===== config.mk =====
export PLATFORM = sky130hd
export DESIGN_NAME = evict_buffer
export DESIGN_NICKNAME = d
export VERILOG_FILES = /design/src/common/l2_pkg.sv /design/src/rtl/evict_buffer.sv
export SDC_FILE = /design/constraint.sdc
export NUM_CORES = 1
export LEC_CHECK = 0
export ABC_AREA = 1
export BUFFER_PORTS_ARGS = -buffer_cell sky130_fd_sc_hd__clkbuf_2
export CORE_AREA = 10 10 217 219
export CTS_BUF_LIST = sky130_fd_sc_hd__clkbuf_16
export DETAILED_ROUTE_END_ITERATION = 7
export DIE_AREA = 0 0 227 229
export SLEW_MARGIN = 10
export SYNTH_ARGS = -nofsm -noshare
export SYNTH_HDL_FRONTEND = slang
export SYNTH_SLANG_ARGS = --single-unit

===== constraint.sdc =====
create_clock -name clk -period 0.8 [get_ports clk]
set_input_delay 0.08 -clock clk [delete_from_list [all_inputs] [get_ports clk]]
set_output_delay 0.08 -clock clk [all_outputs]
set_load 0.01 [all_outputs]

===== src/common/l2_pkg.sv =====
`default_nettype none

package l2_pkg;

	localparam int addr_w = 32;
	localparam int line_w = 256;
	localparam int num_ways = 4;
	localparam int num_sets = 8;
	localparam int offset_w = 5;
	localparam int index_w = 3;
	localparam int tag_w = 24;
	localparam int lru_w = 2; // Age 3 marks the least recently used way.
	localparam int count_w = 16;

	typedef logic [num_ways-1:0] way_vec_t;
	typedef logic [num_ways-1:0][lru_w-1:0] lru_ages_t;

	typedef struct packed {
		logic [addr_w-1:0] addr;
		logic [line_w-1:0] data;
		logic write;
	} line_req_t;

	// Array commands from the controller, applied on the next clock edge.
	typedef struct packed {
		way_vec_t data_write;
		way_vec_t tag_write;
		way_vec_t valid_write;
		way_vec_t dirty_write;
		way_vec_t lru_write;
		logic dirty_val;
		logic fill_sel; // Set to write the memory line instead of the request line.
		logic [1:0] victim;
	} array_ctl_t;

	typedef struct packed {
		way_vec_t hit;
		way_vec_t valid;
		way_vec_t dirty;
		lru_ages_t lru;
	} set_status_t;

	typedef struct packed {
		logic [addr_w-1:0] addr;
		logic [line_w-1:0] data;
	} evict_t;

endpackage

`default_nettype wire

===== src/rtl/evict_buffer.sv =====
`timescale 1ns/1ps
`default_nettype none

module evict_buffer (
	input logic clk,
	input logic reset_l2miss,
	input logic load_ewb,
	input l2_pkg::evict_t victim_line,
	input logic ewb_done,
	output logic ewb_full,
	output logic ewb_write,
	output l2_pkg::evict_t ewb_entry
);

	logic full;

	// One entry only, so a full buffer asks for its write-back at once.
	always_ff @(posedge clk or posedge reset_l2miss) begin
		if (reset_l2miss)
			full <= 1'b0;
		else if (load_ewb)
			full <= 1'b1;
		else if (ewb_done)
			full <= 1'b0;
	end

	always_ff @(posedge clk) begin
		if (load_ewb)
			ewb_entry <= victim_line;
	end

	assign ewb_full = full;
	assign ewb_write = full; // Held until the arbiter reports the write done.

endmodule

`default_nettype wire


==> flow_metrics.env <==
export IMPL_final_common_cell="clkbuf_2"
export IMPL_avgSynthCellArea_um2=29.5
export IMPL_h_tree_depth=1
export IMPL_final_cell_mix="clkbuf_2 (554), dlygate4sd3_1 (293), edfxtp_1 (288), clkbuf_16 (30), buf_4 (28)"
export IMPL_slew_headroom_pct=78.8
export IMPL_slew_viol_final=0
export IMPL_worstSetupStartpointType="register"
export IMPL_crit_buf_inv=1
export IMPL_path_delay_family="flip-flops"
export IMPL_dieArea_mm2=0.0520
export IMPL_cts_buffers=30
export IMPL_ff2ff_path_depth=2
export IMPL_die_h_um=229
export IMPL_drt_iter0_markers=259
export IMPL_track_usage_pct=13.0
export IMPL_dpl_hpwl_mm=26.2
export IMPL_ir_worst_vdd_v=0.00178
export IMPL_fp_dieW_um=227
export IMPL_core_area_mm2=0.0427
export IMPL_worst_path_stages=1
export IMPL_r2r_start="ewb_full"
export IMPL_endpoint="ewb_entry[140]"
export IMPL_via_per_inst=3.77
export IMPL_status="finished, violations left"
export IMPL_hold_class="input port to register"
export IMPL_first_pass_iters=4
export IMPL_via_count=6808
export IMPL_cp_slowest_cell="edfxtp_1"
export IMPL_fp_row_count=76
export IMPL_worst_r2r_endpoint="ewb_full"
export IMPL_fin_nets=1526
export IMPL_synth_seq_cells=289
export IMPL_antenna_found_initial=12
export IMPL_finalSetupViolations=555
export IMPL_critPathArrivalTime_ps=1130
export IMPL_routedWlPerCell_um=19.6
export IMPL_rsz0062_at_grt="yes"
export IMPL_clock_sinks=289
export IMPL_violations="setup timing"
export IMPL_synth_warnings=0
export IMPL_synth_cell_type_count=5
export IMPL_start_util_pct=20.4
export IMPL_layoutNonFillerInstCount=1808
export IMPL_synth_seq_area_share_pct=99.7
export IMPL_fmax_ghz=0.824
export IMPL_clk_pin_slew_ps=60
export IMPL_grt_pass1_vias=7855
export IMPL_insertion_delay_ps=550
export IMPL_grt_first_pass_wirelength_mm=50.4
export IMPL_critical_path_class="register to output pin"
export IMPL_dp_cells=1455
export IMPL_leakagePower_uw=0.00717
export IMPL_dp_slack_ps=-98.5
export IMPL_portBuffers=581
export IMPL_grt_max_degree=29
export IMPL_routed_wl_mm=35.4
export IMPL_clock_path_buffers=3
export IMPL_grt_overflow=0
export IMPL_drv_cap=0
export IMPL_cp_end_kind="output pin"
export IMPL_max_stage_delay_ps=410
export IMPL_skew_ps=0
export IMPL_gp_congestion=0.836
export IMPL_period_share_pct=152
export IMPL_fin_ws_ps=-413
export IMPL_timing_final_crit_period_ps=1210
export IMPL_cts_tree="yes"
export IMPL_critical_path_cell_chain="clkbuf_2"
export IMPL_syn_nets=587
export IMPL_final_antenna_net_count=0
export IMPL_tightest_slew_ps=316
export IMPL_cts_root_buf="clkbuf_16"
export IMPL_startpoint="ewb_entry[140]"
export IMPL_cp_max_fo=1
export IMPL_worstPathRequired_ps=720
export IMPL_netlist_instances=295
export IMPL_drive_above_1_share_pct=52.2
export IMPL_power_density_mw_per_mm2=2170
export IMPL_reg2reg_setup_slack_ps=170
export IMPL_num_io_pins=582
export IMPL_syn_area_mm2=0.00870
export IMPL_hold_viol=0
export IMPL_drcViolationCount=0
export IMPL_area_growth_pct=90.5
==> where the power goes <==
part | switching [uW] | leakage, uW | internal, uW
registers | 378 | 0.00283 | 18000
clock network | 5450 | 0.000472 | 7690
logic | 2130 | 0.00387 | 2360
==> cell type report <==
cell class	instances	area, um^2
Fill cell	3853	26100
Multi-Input combinational cell	2	7.51
Timing Repair Buffer	908	6240
Clock inverter	21	176
Tap cell	546	683
Clock buffer	30	751
Inverter	3	11.3
Antenna cell	9	22.5
Sequential cell	289	8670
==> flip-flops by register name, summed over array words and instances, names as in the netlist <==
signal / flops
ewb_entry: 288
ewb_full: 1
==> metal layers <==
metal / part of all wire (%) / track usage [%]
met4: 3.0 / 4.85
met5: 0.042 / 0
met3: 12 / 5.51
met2: 52 / 23.7
met1: 33 / 12.6
==> cells by family (layout without fill, tap and decap cells) <==
family        after synthesis  count (layout)  share of synthesized area [%]
buf+inv                     4             962                          0.216
flops                     289             289                           99.7
simple gates                2               2                         0.0863
other cells                 0               9                              0
==> repair_timing <==
| action | CTS | global route |
|---|---|---|
| hold buffers | 292 | 2 |
| setup endpoints to repair | 290 | 578 |
| buffers inserted | 0 | 0 |
| gates resized for setup | 0 | 45 |
| endpoints found under the hold margin | 316 | 7 |
==> synth_stat cells <==
cell type    n  area share (%)
edfxtp_1   288              99
nand2_1      2           0.086
inv_1        3            0.13
buf_4        1           0.086
dfrtp_1      1            0.29
==> how the worst min path moves through the flow <==
stage | from | to | slack [ps] | cells after the start
finish | victim_line[233] | ewb_entry[233] | 230 | 2
floorplan | reset_l2miss | ewb_full | -190 | 1
detailed placement | reset_l2miss | ewb_full | -70 | 2
CTS | victim_line[233] | ewb_entry[233] | 180 | 2
global route | victim_line[71] | ewb_entry[71] | 200 | 2
global placement | reset_l2miss | ewb_full | -70 | 2
==> metrics by stage <==
step | total power (uW) | setup TNS [ps] | instance area (um^2) | hold slack (ps) | utilization, %
2_1_floorplan | 19300 | 0 | 8700 | -191 | -
3_3_place_gp | 21900 | -11970 | 12600 | -69.9 | 29.6
3_5_place_dp | 21900 | -15840 | 12600 | -67.4 | 29.6
4_1_cts | 36400 | -176310 | 16500 | 180 | 38.6
5_1_grt | 37400 | -181300 | 16600 | 197 | 38.8
6_report | 36000 | -160800 | 16600 | 226 | 38.8
No activity file was read; power rests on OpenSTA's default activity.
