--- src/common/l2_pkg.sv ---
`default_nettype none

package l2_pkg;

	localparam int addr_w = 32;
	localparam int line_w = 256;
	localparam int num_ways = 4;
	localparam int num_sets = 8;
	localparam int offset_w = 5;
	localparam int index_w = 3;
	localparam int tag_w = 24;
	localparam int lru_w = 2; // Age 3 marks the least recently used way.
	localparam int count_w = 16;

	typedef logic [num_ways-1:0] way_vec_t;
	typedef logic [num_ways-1:0][lru_w-1:0] lru_ages_t;

	typedef struct packed {
		logic [addr_w-1:0] addr;
		logic [line_w-1:0] data;
		logic write;
	} line_req_t;

	// Array commands from the controller, applied on the next clock edge.
	typedef struct packed {
		way_vec_t data_write;
		way_vec_t tag_write;
		way_vec_t valid_write;
		way_vec_t dirty_write;
		way_vec_t lru_write;
		logic dirty_val;
		logic fill_sel; // Set to write the memory line instead of the request line.
		logic [1:0] victim;
	} array_ctl_t;

	typedef struct packed {
		way_vec_t hit;
		way_vec_t valid;
		way_vec_t dirty;
		lru_ages_t lru;
	} set_status_t;

	typedef struct packed {
		logic [addr_w-1:0] addr;
		logic [line_w-1:0] data;
	} evict_t;

endpackage

`default_nettype wire
--- src/rtl/pmem_arbiter.sv ---
`timescale 1ns/1ps
`default_nettype none

module pmem_arbiter (
	input logic clk,
	input logic reset_l2miss,
	input logic refill_read,
	input logic [l2_pkg::addr_w-1:0] refill_address,
	input logic ewb_write,
	input l2_pkg::evict_t ewb_entry,
	input logic physical_resp,
	output logic physical_read,
	output logic physical_write,
	output logic [l2_pkg::addr_w-1:0] physical_address,
	output logic [l2_pkg::line_w-1:0] physical_wdata,
	output logic refill_done,
	output logic ewb_done
);

	typedef enum logic [1:0] {own_none, own_refill, own_ewb} owner_t;

	owner_t owner;

	// The write client wins a tie, and an owner keeps the port until its response.
	always_ff @(posedge clk or posedge reset_l2miss) begin
		if (reset_l2miss) begin
			owner <= own_none;
		end else if (owner == own_none) begin
			if (ewb_write)
				owner <= own_ewb;
			else if (refill_read)
				owner <= own_refill;
		end else if (physical_resp) begin
			owner <= own_none;
		end
	end

	assign physical_read = (owner == own_refill);
	assign physical_write = (owner == own_ewb);
	assign physical_address = physical_write ? ewb_entry.addr : refill_address;
	assign physical_wdata = ewb_entry.data;
	assign refill_done = physical_resp && (owner == own_refill);
	assign ewb_done = physical_resp && (owner == own_ewb);

endmodule

`default_nettype wire

--- config.mk ---
export PLATFORM = sky130hd
export DESIGN_NAME = pmem_arbiter
export DESIGN_NICKNAME = d
export VERILOG_FILES = /design/src/common/l2_pkg.sv /design/src/rtl/pmem_arbiter.sv
export SDC_FILE = /design/constraint.sdc
export NUM_CORES = 1
export LEC_CHECK = 0
export ABC_CLOCK_PERIOD_IN_PS = 1150
export BUFFER_PORTS_ARGS = -buffer_cell sky130_fd_sc_hd__buf_2
export CAP_MARGIN = 10
export CORE_AREA = 2 2 242 244
export DETAILED_ROUTE_END_ITERATION = 8
export DIE_AREA = 0 0 244 246
export PLACE_DENSITY = 0.32
export SLEW_MARGIN = 20
export SYNTH_ARGS = -nofsm -noshare
export SYNTH_HDL_FRONTEND = slang
export SYNTH_SLANG_ARGS = --single-unit
export TNS_END_PERCENT = 100
--- constraint.sdc ---
create_clock -name clk -period 1.15 [get_ports clk]
set_input_delay 0.115 -clock clk [delete_from_list [all_inputs] [get_ports clk]]
set_output_delay 0.115 -clock clk [all_outputs]
set_load 0.05 [all_outputs]
==> impl_metrics.ini, run 1 <==
[placement]
dp_slack_ns = -0.275
gp_congestion = 0.603
portBuffers = 104
placed_area_um2 = 2200
dp_hpwl_um = 8780

[sta]
max_freq_mhz = 608
finalWorstSetupSlack_ns = -0.494
rsz0062_at_grt = yes
hold_viol_final = 0
finalSetupTns_ns = -15.83
maxSlewViolCount = 0
min_period_ns = 1.64
worst_pin_slew_ns = 0.184
fin_crit_sh_pct = 143
maxSlewHeadroom_pct = 87.7
setup_viol = 36
clock_skew_ns = 0.00165

[routing]
routed_via_density = 1.48
first_pass_iters = 4
drc = 0
routedWlPerCell_um = 11.3
vias = 1374
drt_iter0_markers = 23
routed_wl_um = 10600
drtAntennaViolNets = 0

[global_routing]
top_usage_layer = met3
grt_use_met2_pct = 4.29
grt_antenna_before_repair = 4
grt_pass1_vias = 1499
grt_usage_pct = 3.10
grt_overflow = 0
grt_max_degree = 20
grt_util_met3_pct = 4.80
grt_pass1_wl_um = 11800
met1_usage_pct = 0.872

[pwr]
p_clk_share_pct = 15.9
p_sw_mw = 1.45
peakVddDrop_mv = 0.609
p_int_mw = 1.81
pwr-share-seq_pct = 3.0
pwr_density_cell_nw_per_um2 = 1230
switching_share_pct = 44.5
combPwrFrac_pct = 81.1
p_leak_nw = 0.947

[clock_network]
clkSinkCount = 2
cts_tree = yes
insertion_delay_ns = 0.22
h-tree-depth = 1
cts-buffers-inserted = 3
clkTransAtPathRegs_ns = 0.03
root_buffer = clkbuf_16
clk_path_buf_depth = 2

[run_status]
status = finished, violations left
violations = setup timing

[worst_setup_path]
timing.rr.start = owner[0]$_DFFE_PP0P_
path_cells = nor2b_4 > buf_12 > buf_12 > mux2_4 > buf_12
start_kind = flop
crit_fanout = 6
crit_required_ns = 1.03
crit_path_frequent_cell = buf_12
worstPathArrival_ns = 1.53
critPathMaxStageDelay_ns = 0.39
reg2reg_depth = 3
critPathSlowestCell = dfrtp_1
end_kind = output pin
timing.rr.end = owner[0]$_DFFE_PP0P_
ff2ff_setup_slack_ns = 0.22
path_class = reg -> out

[cells_and_area]
reg.largest.list = owner (2)
area_delta_synth_final_pct = 2.72
design_area_um2 = 2650
top_register = owner
layout.nets = 490
drive_gt1_share_pct = 93.9
largest_reg_flops = 2
finish.utilization_pct = 4.61

[die]
coreArea_um2 = 57400
die_y_um = 246
start_util_pct = 4.49
dieWidth_um = 244
rows = 88
num_io_pins = 617
fp.dieArea_um2 = 60000

[synth]
yosys_warnings = 0
synth.most_common_cell = buf_4
synth-seq-cells = 2
synthTopCellsByCount = buf_4 (256), mux2_4 (28), inv_1 (4), mux2_2 (4), buf_12 (3)
synth.top_cells.by_area = buf_4 (75%), mux2_4 (16%), buf_12 (2.3%)
ys_seq_area_share_pct = 1.94
synth_edf_count = 0
ys_types = 13
postSynthAreaPerCell_um2 = 8.44
synthCells = 305
synth_area_um2 = 2570
yosysTopAreaCell = buf_4
ys.flop_type = dfrtp_1
syn-num-nets = 630
async_reset_ff_share_pct = 100
yosysTopAreaCellShare_pct = 74.6

[run]
max_cap_viol_count = 0

[worst_hold_path]
holdPathStages = 2
holdCritStartpoint = ewb_write
min_to = owner[1]$_DFFE_PP0P_
hp-class = in -> reg
power by group through the flow:
stage	Clock (mW)	Combinational, mW	Sequential, mW
floorplan	0	3.99	0.105
global placement	0	2.02	0.0974
detailed placement	0	2.02	0.0977
CTS	0.532	2.35	0.0973
global route	0.536	2.73	0.0991
finish	0.519	2.64	0.0970
per-layer routing:
| metal | wire (um) | share of wire [%] |
|---|---|---|
| met5 | 57 | 0.54 |
| met4 | 1300 | 12 |
| met3 | 3290 | 31 |
| met2 | 4520 | 43 |
| met1 | 1390 | 13 |
worst max path at each step:
stage                                    start                    to  slack [ns]
after floorplan           owner[1]$_DFFE_PP0P_  physical_address[22]       -0.21
after global routing      owner[0]$_DFFE_PP0P_  physical_address[15]       -0.52
after global placement    owner[0]$_DFFE_PP0P_   physical_address[0]       -0.26
after detailed placement  owner[0]$_DFFE_PP0P_   physical_address[0]       -0.28
final                     owner[0]$_DFFE_PP0P_  physical_address[15]       -0.49
after CTS                 owner[0]$_DFFE_PP0P_  physical_address[15]       -0.49
area by class of cell:
| type | count | area [um2] |
|---|---|---|
| clock buffer | 3 | 75.1 |
| fill | 6768 | 54700 |
| sequential | 2 | 50.0 |
| timing repair buffer | 115 | 995 |
| inverter | 4 | 15.0 |
| antenna | 2 | 5.00 |
| tap | 765 | 957 |
| multi-input combinational | 39 | 548 |
worst max-delay path, delay by kind of cell (launching register included):
family / cells / cell delay [ns]
buf+inv: 3 / 0.44
flops: 1 / 0.39
mux: 1 / 0.33
simple gates: 1 / 0.14
kinds of logic (layout without fill, tap and decap cells):
kind of cell           after synthesis  count (layout)  synth area share (%)
and+or+nand+nor                      5               5                  1.26
DFF                                  2               2                  1.94
other                                0               2                     0
buffers and inverters              264             122                  78.0
AOI/OAI and AO/OA                    2               2                 0.729
muxes                               32              32                  18.1
repair_timing:
action / in CTS / in global routing
cloned: 0 / 4
gates resized for setup: 64 / 12
endpoints found under the hold margin: 2 / 0
pin swaps: 2 / 1
hold buffers: 1 / 0
buffers inserted: 1 / 1
endpoints found under the setup margin: 36 / 36
stage by stage:
stage	hold slack, ns	total power, mW	std cells
5_1_grt	0.162	3.37	929
3_3_place_gp	-0.0183	2.11	918
6_report	0.137	3.25	930
2_1_floorplan	-0.144	4.10	305
4_1_cts	0.142	2.97	923
3_5_place_dp	-0.0197	2.12	918
layout by cell type (no fill, tap or decap):
cell type       n
a22o_1          1
inv_1           4
clkbuf_16       6
nor2_1          1
nor3_4          1
buf_6          27
nor2b_4         1
and2_4          1
dfrtp_1         2
a32o_1          1
buf_4           2
diode_2         2
buf_12          8
dlygate4sd3_1   1
nor2_2          1
buf_2          68
buf_8           6
mux2_4         32
(Power assumes the default switching activity.)
==> inputs of run 2 (changes only) <==
==> constraint.sdc (replaced) <==
create_clock -name clk -period 1.15 [get_ports clk]
set_input_delay 0.1725 -clock clk [delete_from_list [all_inputs] [get_ports clk]]
set_output_delay 0.1725 -clock clk [all_outputs]
set_load 0.05 [all_outputs]
==> impl_metrics.ini, run 2 (synthesis results as in run 1) <==
[run_status]
status = finished, violations left
violations = setup timing

[cells_and_area]
layout.nets = 491
drive_gt1_share_pct = 93.9
final_cell_mix = buf_2 (68), mux2_4 (32), buf_6 (28)
largest_reg_flops = 2
regArea_um2 = 50.0
multiInputGateArea_um2 = 553
final_common_cell = buf_2
top_register = owner
area_delta_synth_final_pct = 2.77
reg.largest.list = owner (2)
fill_cells = 6772

[global_routing]
grt_usage_pct = 3.10
grt_overflow = 0
grt_max_degree = 20
grt_pass1_vias = 1550
grt_antenna_before_repair = 4
grt_pass1_wl_um = 11800

[routing]
drc = 0
routed_wl_um = 10600
routed_via_density = 1.50
drt_iter0_markers = 27
first_pass_iters = 2
vias = 1393
routedWlPerCell_um = 11.3
drtAntennaViolNets = 0

[sta]
clock_skew_ns = 0.0000598
maxSlewViolCount = 0
fin_crit_sh_pct = 146
worst_pin_slew_ns = 0.179
worst_hold_slack_ns = 0.195
hold_viol_final = 0
max_freq_mhz = 595
maxSlewHeadroom_pct = 88.1
rsz0062_at_grt = yes
min_period_ns = 1.68
setup_viol = 36
finalWorstSetupSlack_ns = -0.532

[placement]
dp_hpwl_um = 8820
portBuffers = 104
gp_congestion = 0.603
dp_slack_ns = -0.345

[worst_setup_path]
crit_fanout = 6
crit_required_ns = 0.98
worstPathArrival_ns = 1.51
path_class = reg -> out
timing.rr.start = owner[1]$_DFFE_PP0P_
end_kind = output pin
timing.rr.end = owner[0]$_DFFE_PP0P_
reg2reg_depth = 4
ff2ff_setup_slack_ns = 0.13
start_kind = flop

[die]
die_y_um = 246
coreArea_um2 = 57400
fp.dieArea_um2 = 60000
rows = 88
start_util_pct = 4.49
num_io_pins = 617
dieWidth_um = 244

[pwr]
p_leak_nw = 0.948
peakVddDrop_mv = 0.528
pwr_density_cell_nw_per_um2 = 1230

[worst_hold_path]
holdCritStartpoint = ewb_write
min_to = owner[1]$_DFFE_PP0P_
hp-class = in -> reg
holdPathStages = 2

[clock_network]
clkTransAtPathRegs_ns = 0.03
cts_tree = yes
clkSinkCount = 2
cts-buffers-inserted = 3
h-tree-depth = 1
root_buffer = clkbuf_16
insertion_delay_ns = 0.22
clk_path_buf_depth = 2

[run]
max_cap_viol_count = 0
==> run 2: cell count changes in the layout (fill, tap and decap cells not counted), sizes merged <==
cell,before,now
buf,111,112
==> run 2: how the worst max path moves through the flow <==
stage	slack, ns	depth (start not counted)	start	end
global route	-0.57	5	owner[0]$_DFFE_PP0P_	physical_address[15]
floorplan	-0.27	4	owner[1]$_DFFE_PP0P_	physical_address[22]
global placement	-0.32	4	owner[0]$_DFFE_PP0P_	physical_address[0]
detailed placement	-0.34	4	owner[0]$_DFFE_PP0P_	physical_address[0]
CTS	-0.55	4	owner[0]$_DFFE_PP0P_	physical_address[15]
finish	-0.53	5	owner[0]$_DFFE_PP0P_	physical_address[15]
==> run 2: repair_timing <==
item	4_1_cts	5_1_grt
endpoints found under the hold margin	2	0
pin swaps	2	3
resized for setup	65	9
gates cloned	0	4
buffers inserted	1	2
setup endpoints to repair	36	36
hold buffers	1	0
==> run 2: where the power goes <==
group	switching [mW]	internal, mW
Clock	0.0790	0.442
Sequential	0.0106	0.0859
Combinational	1.37	1.27
Total	1.45	1.80
==> run 2: final cells by class <==
class	instances	share of cell area [%]
timing repair buffer	116	37.4
tap	765	36.2
multi-input combinational	39	20.9
clock buffer	3	2.84
sequential	2	1.89
inverter	4	0.567
antenna	2	0.189
==> run 2: layer usage <==
metal	GRT usage [%]	vias up	wire [um]
met3	4.69	114	3380
met5	0.735	-	57
met1	0.872	496	1230
met2	4.34	369	4510
li1	-	412	-
met4	4.45	2	1380
==> run 2: worst max-delay path, stage by stage (launching register included) <==
cell and delay (ns):
dfrtp_1 0.39, nor2b_4 0.13, buf_12 0.15, buf_12 0.13, mux2_4 0.33, buf_12 0.16
==> run 2: through the flow <==
step                setup TNS, ns  power (mW)  instance area (um2)  std cells  utilization, %
floorplan                   -7.92        4.10                 2580        305               -
global placement            -9.73        2.11                 2200        918            3.83
CTS                        -17.24        2.99                 2490        923            4.34
finish                     -17.50        3.26                 2650        931            4.61
global route               -18.94        3.38                 2640        930            4.61
detailed placement         -10.28        2.13                 2200        918            3.83
==> inputs of run 3 (changes only) <==
--- a/config.mk
+++ b/config.mk
@@ -5,13 +5,14 @@
 export SDC_FILE = /design/constraint.sdc
 export NUM_CORES = 1
 export LEC_CHECK = 0
+export ABC_AREA = 1
 export ABC_CLOCK_PERIOD_IN_PS = 1150
 export BUFFER_PORTS_ARGS = -buffer_cell sky130_fd_sc_hd__buf_2
 export CAP_MARGIN = 10
-export CORE_AREA = 2 2 242 244
+export CORE_AREA = 2 2 237 239
 export DETAILED_ROUTE_END_ITERATION = 8
-export DIE_AREA = 0 0 244 246
-export PLACE_DENSITY = 0.32
+export DIE_AREA = 0 0 239 241
+export PLACE_DENSITY = 0.33
 export SLEW_MARGIN = 20
 export SYNTH_ARGS = -nofsm -noshare
 export SYNTH_HDL_FRONTEND = slang
==> impl_metrics.ini, run 3 <==
[run_status]
status = finished, violations left
violations = setup timing

[sta]
worst_hold_slack_ns = 0.189
maxSlewHeadroom_pct = 87.7
min_period_ns = 1.60
hold_viol_final = 0
finalWorstSetupSlack_ns = -0.453
max_freq_mhz = 624
worst_pin_slew_ns = 0.183
setup_viol = 36
fin_crit_sh_pct = 139
rsz0062_at_grt = yes
clock_skew_ns = 0.00252
maxSlewViolCount = 0

[clock_network]
clk_path_buf_depth = 2
root_buffer = clkbuf_16
insertion_delay_ns = 0.22
cts-buffers-inserted = 3
cts_tree = yes
clkTransAtPathRegs_ns = 0.03
h-tree-depth = 1
clkSinkCount = 2

[cells_and_area]
regArea_um2 = 51.3
drive_gt1_share_pct = 88.0
fill_cells = 6446
final_cell_mix = buf_2 (68), nand2_8 (38), buf_8 (30)
area_delta_synth_final_pct = 38.7
reg.largest.list = owner (2)
layout.nets = 560
final_common_cell = buf_2
largest_reg_flops = 2
finish.utilization_pct = 6.28
multiInputGateArea_um2 = 1280
top_register = owner

[routing]
first_pass_iters = 4
drtAntennaViolNets = 0
routedWlPerCell_um = 12.5
drc = 0
vias = 1646
routed_via_density = 1.75
routed_wl_um = 11700
drt_iter0_markers = 30

[die]
dieWidth_um = 239
num_io_pins = 617
fp.dieArea_um2 = 57600
die_y_um = 241
coreArea_um2 = 54900
start_util_pct = 4.53
rows = 86

[pwr]
combPwrFrac_pct = 92.1
p_int_mw = 3.76
switching_share_pct = 55.7
p_sw_mw = 4.72
power_mw = 8.48
pwr-share-seq_pct = 1.7
pwr_density_cell_nw_per_um2 = 2460
p_clk_share_pct = 6.2
p_leak_nw = 1.24
peakVddDrop_mv = 0.662

[global_routing]
grt_usage_pct = 3.71
grt_antenna_before_repair = 4
grt_util_met3_pct = 3.28
met1_usage_pct = 2.28
grt_max_degree = 17
top_usage_layer = met4
grt_pass1_vias = 1828
grt_pass1_wl_um = 14400
grt_overflow = 0
grt_use_met2_pct = 5.35

[worst_setup_path]
path_class = reg -> out
timing.rr.end = owner[0]$_DFFE_PP0P_
crit_required_ns = 0.98
reg2reg_depth = 5
critical_path_buf_inv_count = 5
end_kind = output pin
ff2ff_setup_slack_ns = 0.14
crit_path_frequent_cell = nand2_8
path_cells = inv_2 > nand2_8 > inv_12 > buf_16 > buf_8 > nand2_8 > nand2_8 > buf_12
start_kind = flop
timing.rr.start = owner[1]$_DFFE_PP0P_
critPathMaxStageDelay_ns = 0.38
critPathSlowestCell = dfrtp_1
crit_fanout = 5
critical-path-top-delay-family = buffers and inverters
worstPathArrival_ns = 1.43

[run]
max_cap_viol_count = 0

[synth]
synth-seq-cells = 2
async_reset_ff_share_pct = 100
yosysTopAreaCellShare_pct = 77.3
synth.top_cells.by_area = buf_4 (77%), nand2_1 (13%), nand2_2 (2.3%)
ys_seq_area_share_pct = 2.01
ys_types = 16
syn-num-nets = 700
synth_edf_count = 0
synth.most_common_cell = buf_4
ys.flop_type = dfrtp_1
postSynthAreaPerCell_um2 = 6.63
synthCells = 375
synthTopCellsByCount = buf_4 (256), nand2_1 (88), nand2_2 (9)
yosysTopAreaCell = buf_4
yosys_warnings = 0
synth_area_um2 = 2480

[placement]
dp_hpwl_um = 9380
gp_congestion = 0.525
portBuffers = 104

[worst_hold_path]
hp-class = in -> reg
holdPathStages = 2
holdCritStartpoint = physical_resp
min_to = owner[1]$_DFFE_PP0P_
run 3: how the worst max path moves through the flow:
stage                          from                   end  slack [ns]  cells after the start
5_1_grt        owner[0]$_DFFE_PP0P_  physical_address[21]       -0.51                      8
4_1_cts        owner[0]$_DFFE_PP0P_  physical_address[21]       -0.49                      8
3_3_place_gp   owner[1]$_DFFE_PP0P_  physical_address[24]       -0.40                      5
6_report       owner[0]$_DFFE_PP0P_  physical_address[21]       -0.45                      8
3_5_place_dp   owner[1]$_DFFE_PP0P_  physical_address[24]       -0.43                      5
2_1_floorplan  owner[1]$_DFFE_PP0P_           refill_done       -0.14                      1
run 3: worst register-to-register path: stages, from the launching register on:
cell,delay [ns]
dfrtp_2,0.43
buf_4,0.17
inv_1,0.08
nand3_1,0.09
nand2_1,0.08
nor2_1,0.04
run 3: power groups by stage:
| stage | logic, mW | registers (mW) | clock network (mW) |
|---|---|---|---|
| after floorplan | 6.88 | 0.139 | 0 |
| after global placement | 5.91 | 0.128 | 0 |
| after detailed placement | 5.93 | 0.134 | 0 |
| after CTS | 7.89 | 0.145 | 0.530 |
| after global routing | 8.20 | 0.146 | 0.541 |
| final | 7.81 | 0.144 | 0.524 |
run 3: final cells by class:
cell class                 instances  share of cell area (%)
sequential                         2                    1.49
tap                              704                    25.6
antenna                            1                  0.0726
multi-input combinational        106                    37.1
clock buffer                       3                    2.18
inverter                           5                   0.907
timing repair buffer             117                    32.7
run 3: timing repair:
item | 4_1_cts | 5_1_grt
endpoints found under the hold margin | 2 | 0
resized for setup | 115 | 12
pin swaps | 26 | 28
buffers inserted | 1 | 1
setup endpoints to repair | 36 | 36
hold buffers | 1 | 0
gates cloned | 3 | 0
run 3: cells by family (layout without fill, tap and decap cells):
group                  after synthesis  count (layout)  share of synthesized area (%)
buffers and inverters              267             125                           80.5
and+or+nand+nor                    103             103                           16.9
AOI/OAI and AO/OA                    3               3                          0.604
DFF                                  2               2                           2.01
other                                0               1                              0
run 3: routing by layer:
layer  share of wire (%)  wire length [um]
met1                  22              2590
met2                  43              5020
met3                  20              2350
met4                  14              1690
met5                0.72                84
run 3: stage by stage:
step	std cells	worst slack [ns]	setup TNS (ns)	instance area, um2
2_1_floorplan	375	-0.139	-2.23	3210
3_3_place_gp	929	-0.399	-10.64	2790
3_5_place_dp	929	-0.428	-11.57	2790
4_1_cts	937	-0.489	-15.19	3400
5_1_grt	937	-0.509	-16.18	3440
6_report	938	-0.453	-14.14	3450
