===== src/common/l2_pkg.sv =====
`default_nettype none

package l2_pkg;

	localparam int addr_w = 32;
	localparam int line_w = 256;
	localparam int num_ways = 4;
	localparam int num_sets = 8;
	localparam int offset_w = 5;
	localparam int index_w = 3;
	localparam int tag_w = 24;
	localparam int lru_w = 2; // Age 3 marks the least recently used way.
	localparam int count_w = 16;

	typedef logic [num_ways-1:0] way_vec_t;
	typedef logic [num_ways-1:0][lru_w-1:0] lru_ages_t;

	typedef struct packed {
		logic [addr_w-1:0] addr;
		logic [line_w-1:0] data;
		logic write;
	} line_req_t;

	// Array commands from the controller, applied on the next clock edge.
	typedef struct packed {
		way_vec_t data_write;
		way_vec_t tag_write;
		way_vec_t valid_write;
		way_vec_t dirty_write;
		way_vec_t lru_write;
		logic dirty_val;
		logic fill_sel; // Set to write the memory line instead of the request line.
		logic [1:0] victim;
	} array_ctl_t;

	typedef struct packed {
		way_vec_t hit;
		way_vec_t valid;
		way_vec_t dirty;
		lru_ages_t lru;
	} set_status_t;

	typedef struct packed {
		logic [addr_w-1:0] addr;
		logic [line_w-1:0] data;
	} evict_t;

endpackage

`default_nettype wire

===== src/l2_cache/l2_control.sv =====
`timescale 1ns/1ps
`default_nettype none

module l2_control (
	input logic clk,
	input logic reset_l2miss,
	input logic pmem_read,
	input logic pmem_write,
	input l2_pkg::set_status_t status,
	input logic refill_done,
	input logic ewb_full,
	input logic clear_hits,
	input logic clear_misses,
	output l2_pkg::array_ctl_t ctl,
	output logic refill_read,
	output logic load_ewb,
	output logic pmem_resp,
	output logic [l2_pkg::count_w-1:0] miss,
	output logic [l2_pkg::count_w-1:0] hits
);
	import l2_pkg::*;

	typedef enum logic [1:0] {idle, evict, refill} state_t;

	state_t state, next_state;
	logic resp_q; // The pmem side still holds the old request in the cycle after a response.
	logic req_seen;
	logic hit;
	logic [lru_w-1:0] hit_age;
	logic [1:0] victim;

	assign req_seen = (pmem_read | pmem_write) & ~resp_q;
	assign hit = |status.hit;

	// The first invalid way wins, otherwise the oldest way.
	always_comb begin
		victim = '0;
		for (int w = 0; w < num_ways; w++) begin
			if (status.lru[w] == lru_w'(num_ways - 1))
				victim = 2'(w);
		end
		for (int w = num_ways - 1; w >= 0; w--) begin
			if (!status.valid[w])
				victim = 2'(w);
		end
	end

	always_comb begin
		hit_age = '0;
		for (int w = 0; w < num_ways; w++) begin
			if (status.hit[w])
				hit_age = status.lru[w];
		end
	end

	always_comb begin
		next_state = state;
		ctl = '0;
		ctl.victim = victim;
		refill_read = 1'b0;
		load_ewb = 1'b0;
		pmem_resp = 1'b0;
		case (state)
			idle: begin
				if (req_seen && hit) begin
					pmem_resp = 1'b1;
					// Only the hit way and the ways younger than it change age.
					for (int w = 0; w < num_ways; w++)
						ctl.lru_write[w] = status.hit[w] | (status.lru[w] < hit_age);
					if (pmem_write) begin
						ctl.data_write = status.hit;
						ctl.dirty_write = status.hit;
						ctl.dirty_val = 1'b1;
					end
				end else if (req_seen) begin
					if (&status.valid && status.dirty[victim])
						next_state = evict;
					else
						next_state = refill;
				end
			end
			evict: begin
				if (!ewb_full) begin
					load_ewb = 1'b1; // The victim line is captured on this edge.
					next_state = refill;
				end
			end
			refill: begin
				refill_read = 1'b1;
				if (refill_done) begin
					ctl.fill_sel = 1'b1;
					ctl.data_write[victim] = 1'b1;
					ctl.tag_write[victim] = 1'b1;
					ctl.valid_write[victim] = 1'b1;
					ctl.dirty_write[victim] = 1'b1; // A fresh line is clean.
					next_state = idle;
				end
			end
			default: next_state = idle;
		endcase
	end

	always_ff @(posedge clk or posedge reset_l2miss) begin
		if (reset_l2miss) begin
			state <= idle;
			resp_q <= 1'b0;
		end else begin
			state <= next_state;
			resp_q <= pmem_resp;
		end
	end

	always_ff @(posedge clk or posedge reset_l2miss) begin
		if (reset_l2miss)
			miss <= '0;
		else if (clear_misses)
			miss <= '0;
		else if (refill_done)
			miss <= miss + 1'b1;
	end

	// Every response comes from a hit, so each one counts once.
	always_ff @(posedge clk or posedge reset_l2miss) begin
		if (reset_l2miss)
			hits <= '0;
		else if (clear_hits)
			hits <= '0;
		else if (pmem_resp)
			hits <= hits + 1'b1;
	end

endmodule

`default_nettype wire


===== config.mk =====
export PLATFORM = sky130hd
export DESIGN_NAME = l2_control
export DESIGN_NICKNAME = d
export VERILOG_FILES = /design/src/common/l2_pkg.sv /design/src/l2_cache/l2_control.sv
export SDC_FILE = /design/constraint.sdc
export NUM_CORES = 1
export LEC_CHECK = 0
export CORE_ASPECT_RATIO = 0.8
export CORE_UTILIZATION = 60
export DETAILED_ROUTE_END_ITERATION = 10
export DONT_BUFFER_PORTS = 1
export PLACE_DENSITY = 0.81
export SYNTH_ARGS = -nofsm -noshare
export SYNTH_HDL_FRONTEND = slang
export SYNTH_SLANG_ARGS = --single-unit

===== constraint.sdc =====
create_clock -name clk -period 5.3 [get_ports clk]
set_clock_uncertainty 0.1 [all_clocks]
set_input_delay 1.325 -clock clk [delete_from_list [all_inputs] [get_ports clk]]
set_output_delay 1.325 -clock clk [all_outputs]
set_load 0.005 [all_outputs]

==> metrics.txt, run 1 <==
status completed; Routed Antenna Nets 0; largest family of logic cells by synthesized area simple AND/OR/NAND/NOR gates; Num CTS Buffers 5; FP Rows 19; CORE AREA 3450 µm²; Root Buffer clkbuf_8; GRT overflow 0; Mapped Cells approximately 250; setup TNS 0 ns; Crit Path Class primary input to output pin; Hold Path Stages 2; Sw Ratio 0.259; Seq/Total Area, Yosys 0.404; average cell area after synthesis between 8 and 9 µm²; worst hold path class flop to flop; post-DP HPWL ~3.3 mm; GR Util All Layers 0.227; Syn Nets 283; largest net degree at the start of global routing 36; Cells after DPL around 280; R2R cell count 6; Flop pwr share 0.534; multiplexer share of the synthesized area 0.0138; Hold Startpoint miss[15]; Hold-fix buffers, CTS 0; layout cells sized above 1 0.0576; fmax between 200 and 250 MHz; Ant. Diodes 0; max-slew violations 0; Power Dens Cells 236 nW/µm²; drt first pass iters 4; drt wl/cell 15.0 µm; CTS clk-pin slew, worst paths approximately 0.06 ns; share of the clock period used by the worst path 0.793; max-cap check violation count 0; die area approximately 3900 µm²; crit-path max FO 15; placed inst area roughly 2100 µm²; R2R Path End hits[13]; Distinct cells, synth 43; Least-Margin Pin Slew about 0.52 ns; FILL cells just over 300; first-pass GRT wire length about 7.1 mm; WL final 4.28 mm; Pwr Total roughly 0.00053 W; minimum clock period about 4.2 ns; Psw approximately 0.00014 W; RD Place Congestion ~0.77; Port Buf Inserts 0; CTS tree built; worst hold slack approximately 0.47 ns; Slew HR 0.655; synthesized flop and latch total 35; worst path required time between 3 and 4 ns; post-CTS setup buffer count 0; fin area approximately 2200 µm²; DRT iter0 DRCs 61; synthesized area 2170 µm²; # resized after CTS 0; CP Launch Point status[18]; Die Width between 60 and 70 µm; yosys synthesis warning count 0; leak pwr roughly 0.99 nW; io pins slightly below 90; H-tree levels 2; Syn-to-layout area delta 2.48%; Internal Power 0.000389 W; number of flops mapped to enable cells by yosys 0; vias per cell between 6 and 7; worst endpoint data arrival time between 2 and 3 ns; Final Non-Filler Cells about 290; unrepaired setup endpoints after global routing false; vias post-DR about 1,700; Setup-failing EPs final 0; Fin. Hold Viols 0; hold path endpoint miss[15]; Most used DFF post-synth dfrtp_1; Final #Nets roughly 280; Worst-Skew Late Latency about 0.28 ns; peak supply drop about 0.18 mV; R2R setup slack between 3 and 4 ns; clk buf depth 2; adder-cell share of the synthesized area 0.0346; Synth async-reset ratio 1.00; height of the die 55.8 µm; CP Capture Type output pin; simple-gate share of the synthesized area 0.279; Synth Area in XOR/XNOR 0.101; initial antenna violation count 0; compound-cell area share of the yosys netlist 0.111; DRC 0; Initial Util 0.629; CTS Sinks 35; Clock power frac 0.344; vias in the first global route 1,576; startpoint type of the worst setup path primary input; r2r startpoint state[1]; Gate power share 0.122
==> registers in the layout (all words and copies together) (netlist names) <==
signal  cells
state       2
hits       16
miss       16
resp_q      1
==> Yosys cell counts (2+ instances only) <==
library cell	count	area share
xnor2_1	5	0.020
o21ai_0	9	0.021
buf_4	8	0.028
inv_1	9	0.016
o2bb2ai_1	3	0.012
nor2_1	41	0.071
nand2_1	23	0.040
dfrtp_1	35	0.40
and3_1	6	0.017
ha_1	6	0.035
xor2_1	20	0.081
and2_1	6	0.017
nor3b_1	2	0.0069
mux2i_1	3	0.014
nand4_1	10	0.029
and4_1	3	0.012
a21oi_1	13	0.030
or3_1	4	0.012
clkbuf_1	6	0.010
nor2b_1	4	0.012
nand3_1	7	0.016
nand3b_1	5	0.017
==> how the worst max path moves through the flow <==
| stage | to | cells past startpoint |
|---|---|---|
| 5_1_grt | ctl[11] | 5 |
| 3_5_place_dp | ctl[11] | 5 |
| 4_1_cts | ctl[23] | 5 |
| 6_report | ctl[23] | 5 |
| 3_3_place_gp | ctl[23] | 5 |
| 2_1_floorplan | ctl[23] | 7 |
==> final cells by class <==
cell class / count / area (µm²) / area share
repair buffers: 1 / 7.51 / 0.00338
multi-input cells: 189 / 1170 / 0.526
well taps: 42 / 52.6 / 0.0236
clock inverters: 1 / 5.00 / 0.00225
inverters: 10 / 37.5 / 0.0169
flip-flops and latches: 35 / 876 / 0.394
clock buffers: 7 / 76.3 / 0.0343
==> cell families after synthesis <==
| family | Yosys count |
|---|---|
| simple gates | 119 |
| xor+xnor | 25 |
| buf+inv | 25 |
| compound gates | 36 |
| flops | 35 |
| mux | 3 |
| fa+ha+maj | 6 |
==> metal layers <==
| metal | routed length [µm] | up-vias | GRT usage |
|---|---|---|---|
| met5 | 0 | - | 0 |
| met1 | 2000 | 824 | 0.303 |
| met3 | 339 | 5 | 0.0870 |
| li1 | - | 833 | - |
| met4 | 29 | 0 | 0.0583 |
| met2 | 1910 | 62 | 0.348 |
==> placed cells by master (no fill, tap or decap), drive strengths merged, types with 2 or more instances in the layout <==
| master | netlist | layout |
|---|---|---|
| nor2b | 4 | 4 |
| nand2 | 23 | 23 |
| or4 | 2 | 2 |
| o2bb2ai | 3 | 3 |
| mux2i | 3 | 3 |
| o21ai | 9 | 9 |
| nand3 | 8 | 8 |
| and3 | 6 | 6 |
| a21oi | 13 | 13 |
| nor3b | 2 | 2 |
| inv | 10 | 10 |
| clkbuf | 6 | 7 |
| or3 | 4 | 4 |
| nor2 | 41 | 41 |
| and2 | 6 | 6 |
| and4 | 3 | 3 |
| nand4 | 10 | 10 |
| ha | 6 | 6 |
| xor2 | 20 | 20 |
| nand3b | 5 | 5 |
| dfrtp | 35 | 35 |
| or2 | 2 | 2 |
| xnor2 | 5 | 5 |
==> worst max-delay path, stage by stage <==
cell	delay (ns)
or4_4	0.54
nand3_2	0.15
inv_2	0.16
and2_1	0.26
a2bb2o_1	0.34
==> power by group through the flow <==
stage	logic, W	registers (W)	clock network, W
after floorplan	0.0000605	0.000284	0
after global placement	0.0000620	0.000285	0
after detailed placement	0.0000641	0.000286	0
after CTS	0.0000644	0.000281	0.000183
after global routing	0.0000726	0.000281	0.000195
final	0.0000641	0.000281	0.000181
==> metrics by stage <==
| stage | worst slack, ns | utilization |
|---|---|---|
| 6_report | 1.10 | 0.645 |
| 5_1_grt | 1.03 | 0.645 |
| 4_1_cts | 1.09 | 0.645 |
| 3_5_place_dp | 1.11 | 0.621 |
| 3_3_place_gp | 1.14 | 0.621 |
| 2_1_floorplan | 1.10 | - |
Power figures use the tool's default switching activity.
==> run 2, diff against run 1 <==
- CORE_UTILIZATION: 60 -> 57
- PLACE_DENSITY: 0.81 -> 0.8
- clock period: 5.3 -> 3.6 ns (I/O delays scaled with it)
==> metrics.txt, run 2 (synthesized netlist as in run 1, its figures left out) <==
Setup-failing EPs final 0 (unchanged); Slew HR 0.713 (was 0.655); Power Dens Cells 360 nW/µm² (was 236 nW/µm²); Routed Antenna Nets 0 (unchanged); Num CTS Buffers 5 (unchanged); vias post-DR 1,724 (unchanged); Root Buffer clkbuf_8 (unchanged); clk buf depth 2 (unchanged); CTS tree built (unchanged); RD Place Congestion 0.799 (was 0.774); max-slew violations 0 (unchanged); Flop pwr share 0.507 (was 0.534); GRT overflow 0 (unchanged); status finished, violations left (was completed); Sw Ratio 0.243 (was 0.259); vias in the first global route 1,630 (was 1,576); Psw 0.000198 W (was 0.000136 W); largest net degree at the start of global routing 36 (unchanged); Internal Power 0.000616 W (was 0.000389 W); GR Util All Layers 0.230 (was 0.227); Final #Nets 278 (was 276); leak pwr 1.01 nW (was 0.991 nW); Die Width 71.0 µm (was 69.2 µm); minimum clock period approximately 3.2 ns; height of the die 57.2 µm (was 55.8 µm); CP max stage cell or4_4 (unchanged); post-DP HPWL 3.29 mm (was 3.27 mm); worst path required time 2.60 ns (was 3.88 ns); Worst-Skew Late Latency 0.28 ns (about the same); Buf+Inv Stages, Crit Path 1 (unchanged); Syn-to-layout area delta 4.04% (was 2.48%); # resized after CTS 0 (unchanged); post-CTS setup buffer count 0 (unchanged); peak supply drop 0.270 mV (was 0.181 mV); CP top delay family simple AND/OR/NAND/NOR gates (unchanged); worst-path cell chain or4_4, nand3_2, inv_2, and2_1, a2bb2o_1 (unchanged); CORE AREA 3540 µm² (was 3450 µm²); Final Non-Filler Cells 287 (was 285); Hold-fix buffers, CTS 0 (unchanged); share of the clock period used by the worst path 0.891; placed inst area 2160 µm² (was 2140 µm²); first-pass GRT wire length 7.38 mm (was 7.09 mm); Initial Util 0.613 (was 0.629); slowest stage delay, CP 0.54 ns (about the same); vias per cell 6.01 (was 6.05); Clock power frac 0.373 (was 0.344); Port Buf Inserts 0 (unchanged); Ant. Diodes 0 (unchanged); Cells after DPL 279 (was 277); crit-path max FO 7 (was 15); fin area 2260 µm² (was 2220 µm²); layout cells sized above 1 0.0694 (was 0.0576); drt first pass iters 9 (was 4); biggest regs hits x16, miss x16, state x2 (unchanged); worst hold path class flop to flop (unchanged); setup TNS 0 ns (unchanged); DRC 3 (was 0); DRT iter0 DRCs 85 (was 61); failing checks design-rule violations; WL final 4.50 mm (was 4.28 mm); startpoint type of the worst setup path primary input (unchanged); CTS clk-pin slew, worst paths 0.06 ns (about the same); io pins 87 (unchanged); commonest non-fill, non-tap cell in the layout nor2_1 (unchanged); most frequent cells in the layout nor2_1 (41), dfrtp_1 (35), nand2_1 (23), xor2_1 (20), a21oi_1 (13) (unchanged); initial antenna violation count 0 (unchanged); CP Capture Type output pin (unchanged); drt wl/cell 15.7 µm (was 15.0 µm); CTS Sinks 35 (unchanged); max-cap check violation count 0 (unchanged); unrepaired setup endpoints after global routing false (unchanged); die area 4060 µm² (was 3860 µm²); Fin. Hold Viols 0 (unchanged); H-tree levels 2 (unchanged); Least-Margin Pin Slew 0.430 ns (was 0.517 ns); FP Rows 19 (unchanged); fmax slightly above 300 MHz; worst endpoint data arrival time 2.21 ns (was 2.78 ns); FILL cells 289 (was 302); Gate power share 0.119 (was 0.122); Pwr Total 0.000813 W (was 0.000525 W); Crit Path Class primary input to output pin (unchanged)
-- run 2: changes by cell type in the layout (fill, tap and decap cells not counted), sizes merged --
cell / change
buf: +2
clkbuf: +1
clkinv: -1
-- run 2: power by group through the flow --
stage / combinational [W] / sequential [W] / clock, W
after global routing: 0.000110 / 0.000414 / 0.000332
after global placement: 0.0000947 / 0.000420 / 0
after detailed placement: 0.0000971 / 0.000420 / 0
final: 0.0000970 / 0.000413 / 0.000304
after CTS: 0.0000974 / 0.000413 / 0.000313
after floorplan: 0.0000890 / 0.000418 / 0
-- run 2: worst register-to-register path, delay by kind of cell (launching register included) --
kind | cells | cell delay (ns)
buf+inv | 2 | 0.30
flops | 1 | 0.43
simple gates | 5 | 1.24
-- run 2: area by class of cell --
type / instances / area (µm²) / share of cell area
timing repair buffer: 3 / 22.5 / 0.00998
clock buffer: 8 / 100 / 0.0443
multi-input combinational: 189 / 1170 / 0.518
tap: 42 / 52.6 / 0.0233
inverter: 10 / 37.5 / 0.0166
sequential: 35 / 876 / 0.388
-- run 2: per-stage QoR --
stage	hold WS [ns]	setup slack [ns]	util
finish	0.485	0.392	0.637
global route	0.517	0.338	0.637
CTS	0.488	0.397	0.637
detailed placement	0.474	0.397	0.609
global placement	0.447	0.433	0.609
floorplan	0.428	0.253	-
-- run 2: per-layer routing --
metal / vias to the layer above / track usage / wire, µm
met4: 0 / 0.0514 / 8
met5: - / 0 / 0
li1: 842 / - / -
met2: 55 / 0.350 / 2000
met3: 2 / 0.0830 / 328
met1: 825 / 0.317 / 2160
-- run 2: final timing paths --
path                              start  endpoint  slack [ns]  cells after the start
setup reg to reg               state[1]  hits[13]        1.47                      7
min in group asynchronous  reset_l2miss   hits[8]        0.50                      2
hold / removal                 hits[15]  hits[15]        0.49                      2
max in group asynchronous  reset_l2miss  miss[10]        2.59                      2
setup / recovery             status[18]   ctl[23]        0.39                      5
hold reg to reg                hits[15]  hits[15]        0.49                      2
==> run 3, diff against run 2 <==
- PLACE_DENSITY: 0.8 -> unset
- PLACE_DENSITY_LB_ADDON: unset -> 0.12
==> metrics.txt, run 3 (synthesized netlist as in run 1, its figures left out) <==
die area 4060 µm² (unchanged); startpoint type of the worst setup path primary input (unchanged); Worst-Skew Late Latency 0.28 ns (about the same); commonest non-fill, non-tap cell in the layout nor2_1 (unchanged); vias post-DR 1,734 (was 1,724); DRC 6 (was 3); pre-CTS setup slack 0.401 ns (was 0.397 ns); post-CTS setup buffer count 0 (unchanged); Final #Nets 278 (unchanged); biggest regs hits x16, miss x16, state x2 (unchanged); DRT iter0 DRCs 76 (was 85); peak supply drop 0.249 mV (was 0.270 mV); worst path required time 2.60 ns (about the same); Root Buffer clkbuf_8 (unchanged); slowest stage delay, CP 0.54 ns (about the same); io pins 87 (unchanged); GR Util All Layers 0.232 (was 0.230); FP Rows 19 (unchanged); CTS tree built (unchanged); largest net degree at the start of global routing 20 (was 36); crit-path max FO 7 (unchanged); height of the die 57.2 µm (unchanged); failing checks design-rule violations (unchanged); Fin. Hold Viols 0 (unchanged); Syn-to-layout area delta 4.21% (was 4.04%); CP Capture Type output pin (unchanged); Setup-failing EPs final 0 (unchanged); vias per cell 6.04 (was 6.01); max-slew violations 0 (unchanged); Port Buf Inserts 0 (unchanged); CP max stage cell or4_4 (unchanged); Num CTS Buffers 5 (unchanged); post-DP HPWL 3.32 mm (was 3.29 mm); worst hold slack 0.470 ns (was 0.485 ns); WL final 4.41 mm (was 4.50 mm); most frequent cells in the layout nor2_1 (41), dfrtp_1 (35), nand2_1 (23), xor2_1 (20), a21oi_1 (13) (unchanged); Hold-fix buffers, CTS 0 (unchanged); Crit Path Class primary input to output pin (unchanged); FILL cells 304 (was 289); worst-path cell chain or4_4, nand3_2, inv_2, and2_1, a2bb2o_1 (unchanged); Die Width 71.0 µm (unchanged); first-pass GRT wire length 7.25 mm (was 7.38 mm); worst hold path class primary input to asynchronous set/reset pin (was flop to flop); status finished, violations left (unchanged); drt wl/cell 15.4 µm (was 15.7 µm); # resized after CTS 0 (unchanged); Ant. Diodes 0 (unchanged); Worst Setup Slack, final 0.405 ns (was 0.392 ns); drt first pass iters 7 (was 9); RD Place Congestion 0.804 (was 0.799); H-tree levels 2 (unchanged); vias in the first global route 1,602 (was 1,630); Buf+Inv Stages, Crit Path 1 (unchanged); leak pwr 1.01 nW (about the same); CTS Sinks 35 (unchanged); setup TNS 0 ns (unchanged); initial antenna violation count 0 (unchanged); Least-Margin Pin Slew 0.613 ns (was 0.430 ns); worst endpoint data arrival time 2.19 ns (was 2.21 ns); CTS clk-pin slew, worst paths 0.07 ns (was 0.06 ns); layout cells sized above 1 0.0735 (was 0.0694); Final Non-Filler Cells 287 (unchanged); minimum clock period 3.19 ns (was 3.21 ns); Initial Util 0.613 (unchanged); GRT overflow 0 (unchanged); max-cap check violation count 0 (unchanged); Cells after DPL 279 (unchanged); clk buf depth 2 (unchanged); Slew HR 0.591 (was 0.713); share of the clock period used by the worst path 0.887 (was 0.891); CORE AREA 3540 µm² (unchanged); CP top delay family simple AND/OR/NAND/NOR gates (unchanged); Power Dens Cells 363 nW/µm² (was 360 nW/µm²); fmax 313 MHz (was 312 MHz); unrepaired setup endpoints after global routing false (unchanged); Routed Antenna Nets 0 (unchanged)
-- run 3: final cells by class --
class | count | area (µm²) | area share
multi-input combinational | 189 | 1170 | 0.517
sequential | 35 | 876 | 0.387
clock buffer | 7 | 96.3 | 0.0426
tap | 42 | 52.6 | 0.0232
inverter | 10 | 37.5 | 0.0166
timing repair buffer | 3 | 22.5 | 0.00996
clock inverter | 1 | 7.51 | 0.00332
-- run 3: where the power goes --
part           total [W]  leakage (nW)  internal [W]  switching (W)
sequential      0.000413         0.484      0.000402      0.0000106
clock           0.000311        0.0505      0.000174       0.000137
combinational  0.0000971         0.475     0.0000387      0.0000584
total           0.000821          1.01      0.000615       0.000206
-- run 3: metrics by stage --
step	power, W	utilization	instance area (µm²)
after floorplan	0.000507	-	2170
after global placement	0.000516	0.609	2160
after detailed placement	0.000518	0.609	2160
after CTS	0.000829	0.638	2260
after global routing	0.000858	0.638	2260
final	0.000821	0.638	2260
-- run 3: routing by layer --
layer / GRT usage / wire length, µm
met1: 0.308 / 2100
met2: 0.361 / 1930
met3: 0.0760 / 317
met4: 0.0771 / 57
met5: 0 / 0
-- run 3: final timing paths --
path,slack [ns],start,endpoint,cells after the start
hold / removal,0.47,reset_l2miss,hits[2],1
min in group clk,0.47,miss[15],miss[15],2
hold reg to reg,0.47,miss[15],miss[15],2
setup / recovery,0.41,status[18],ctl[23],5
max in group asynchronous,2.25,reset_l2miss,state[0],2
setup reg to reg,1.47,state[1],hits[13],7
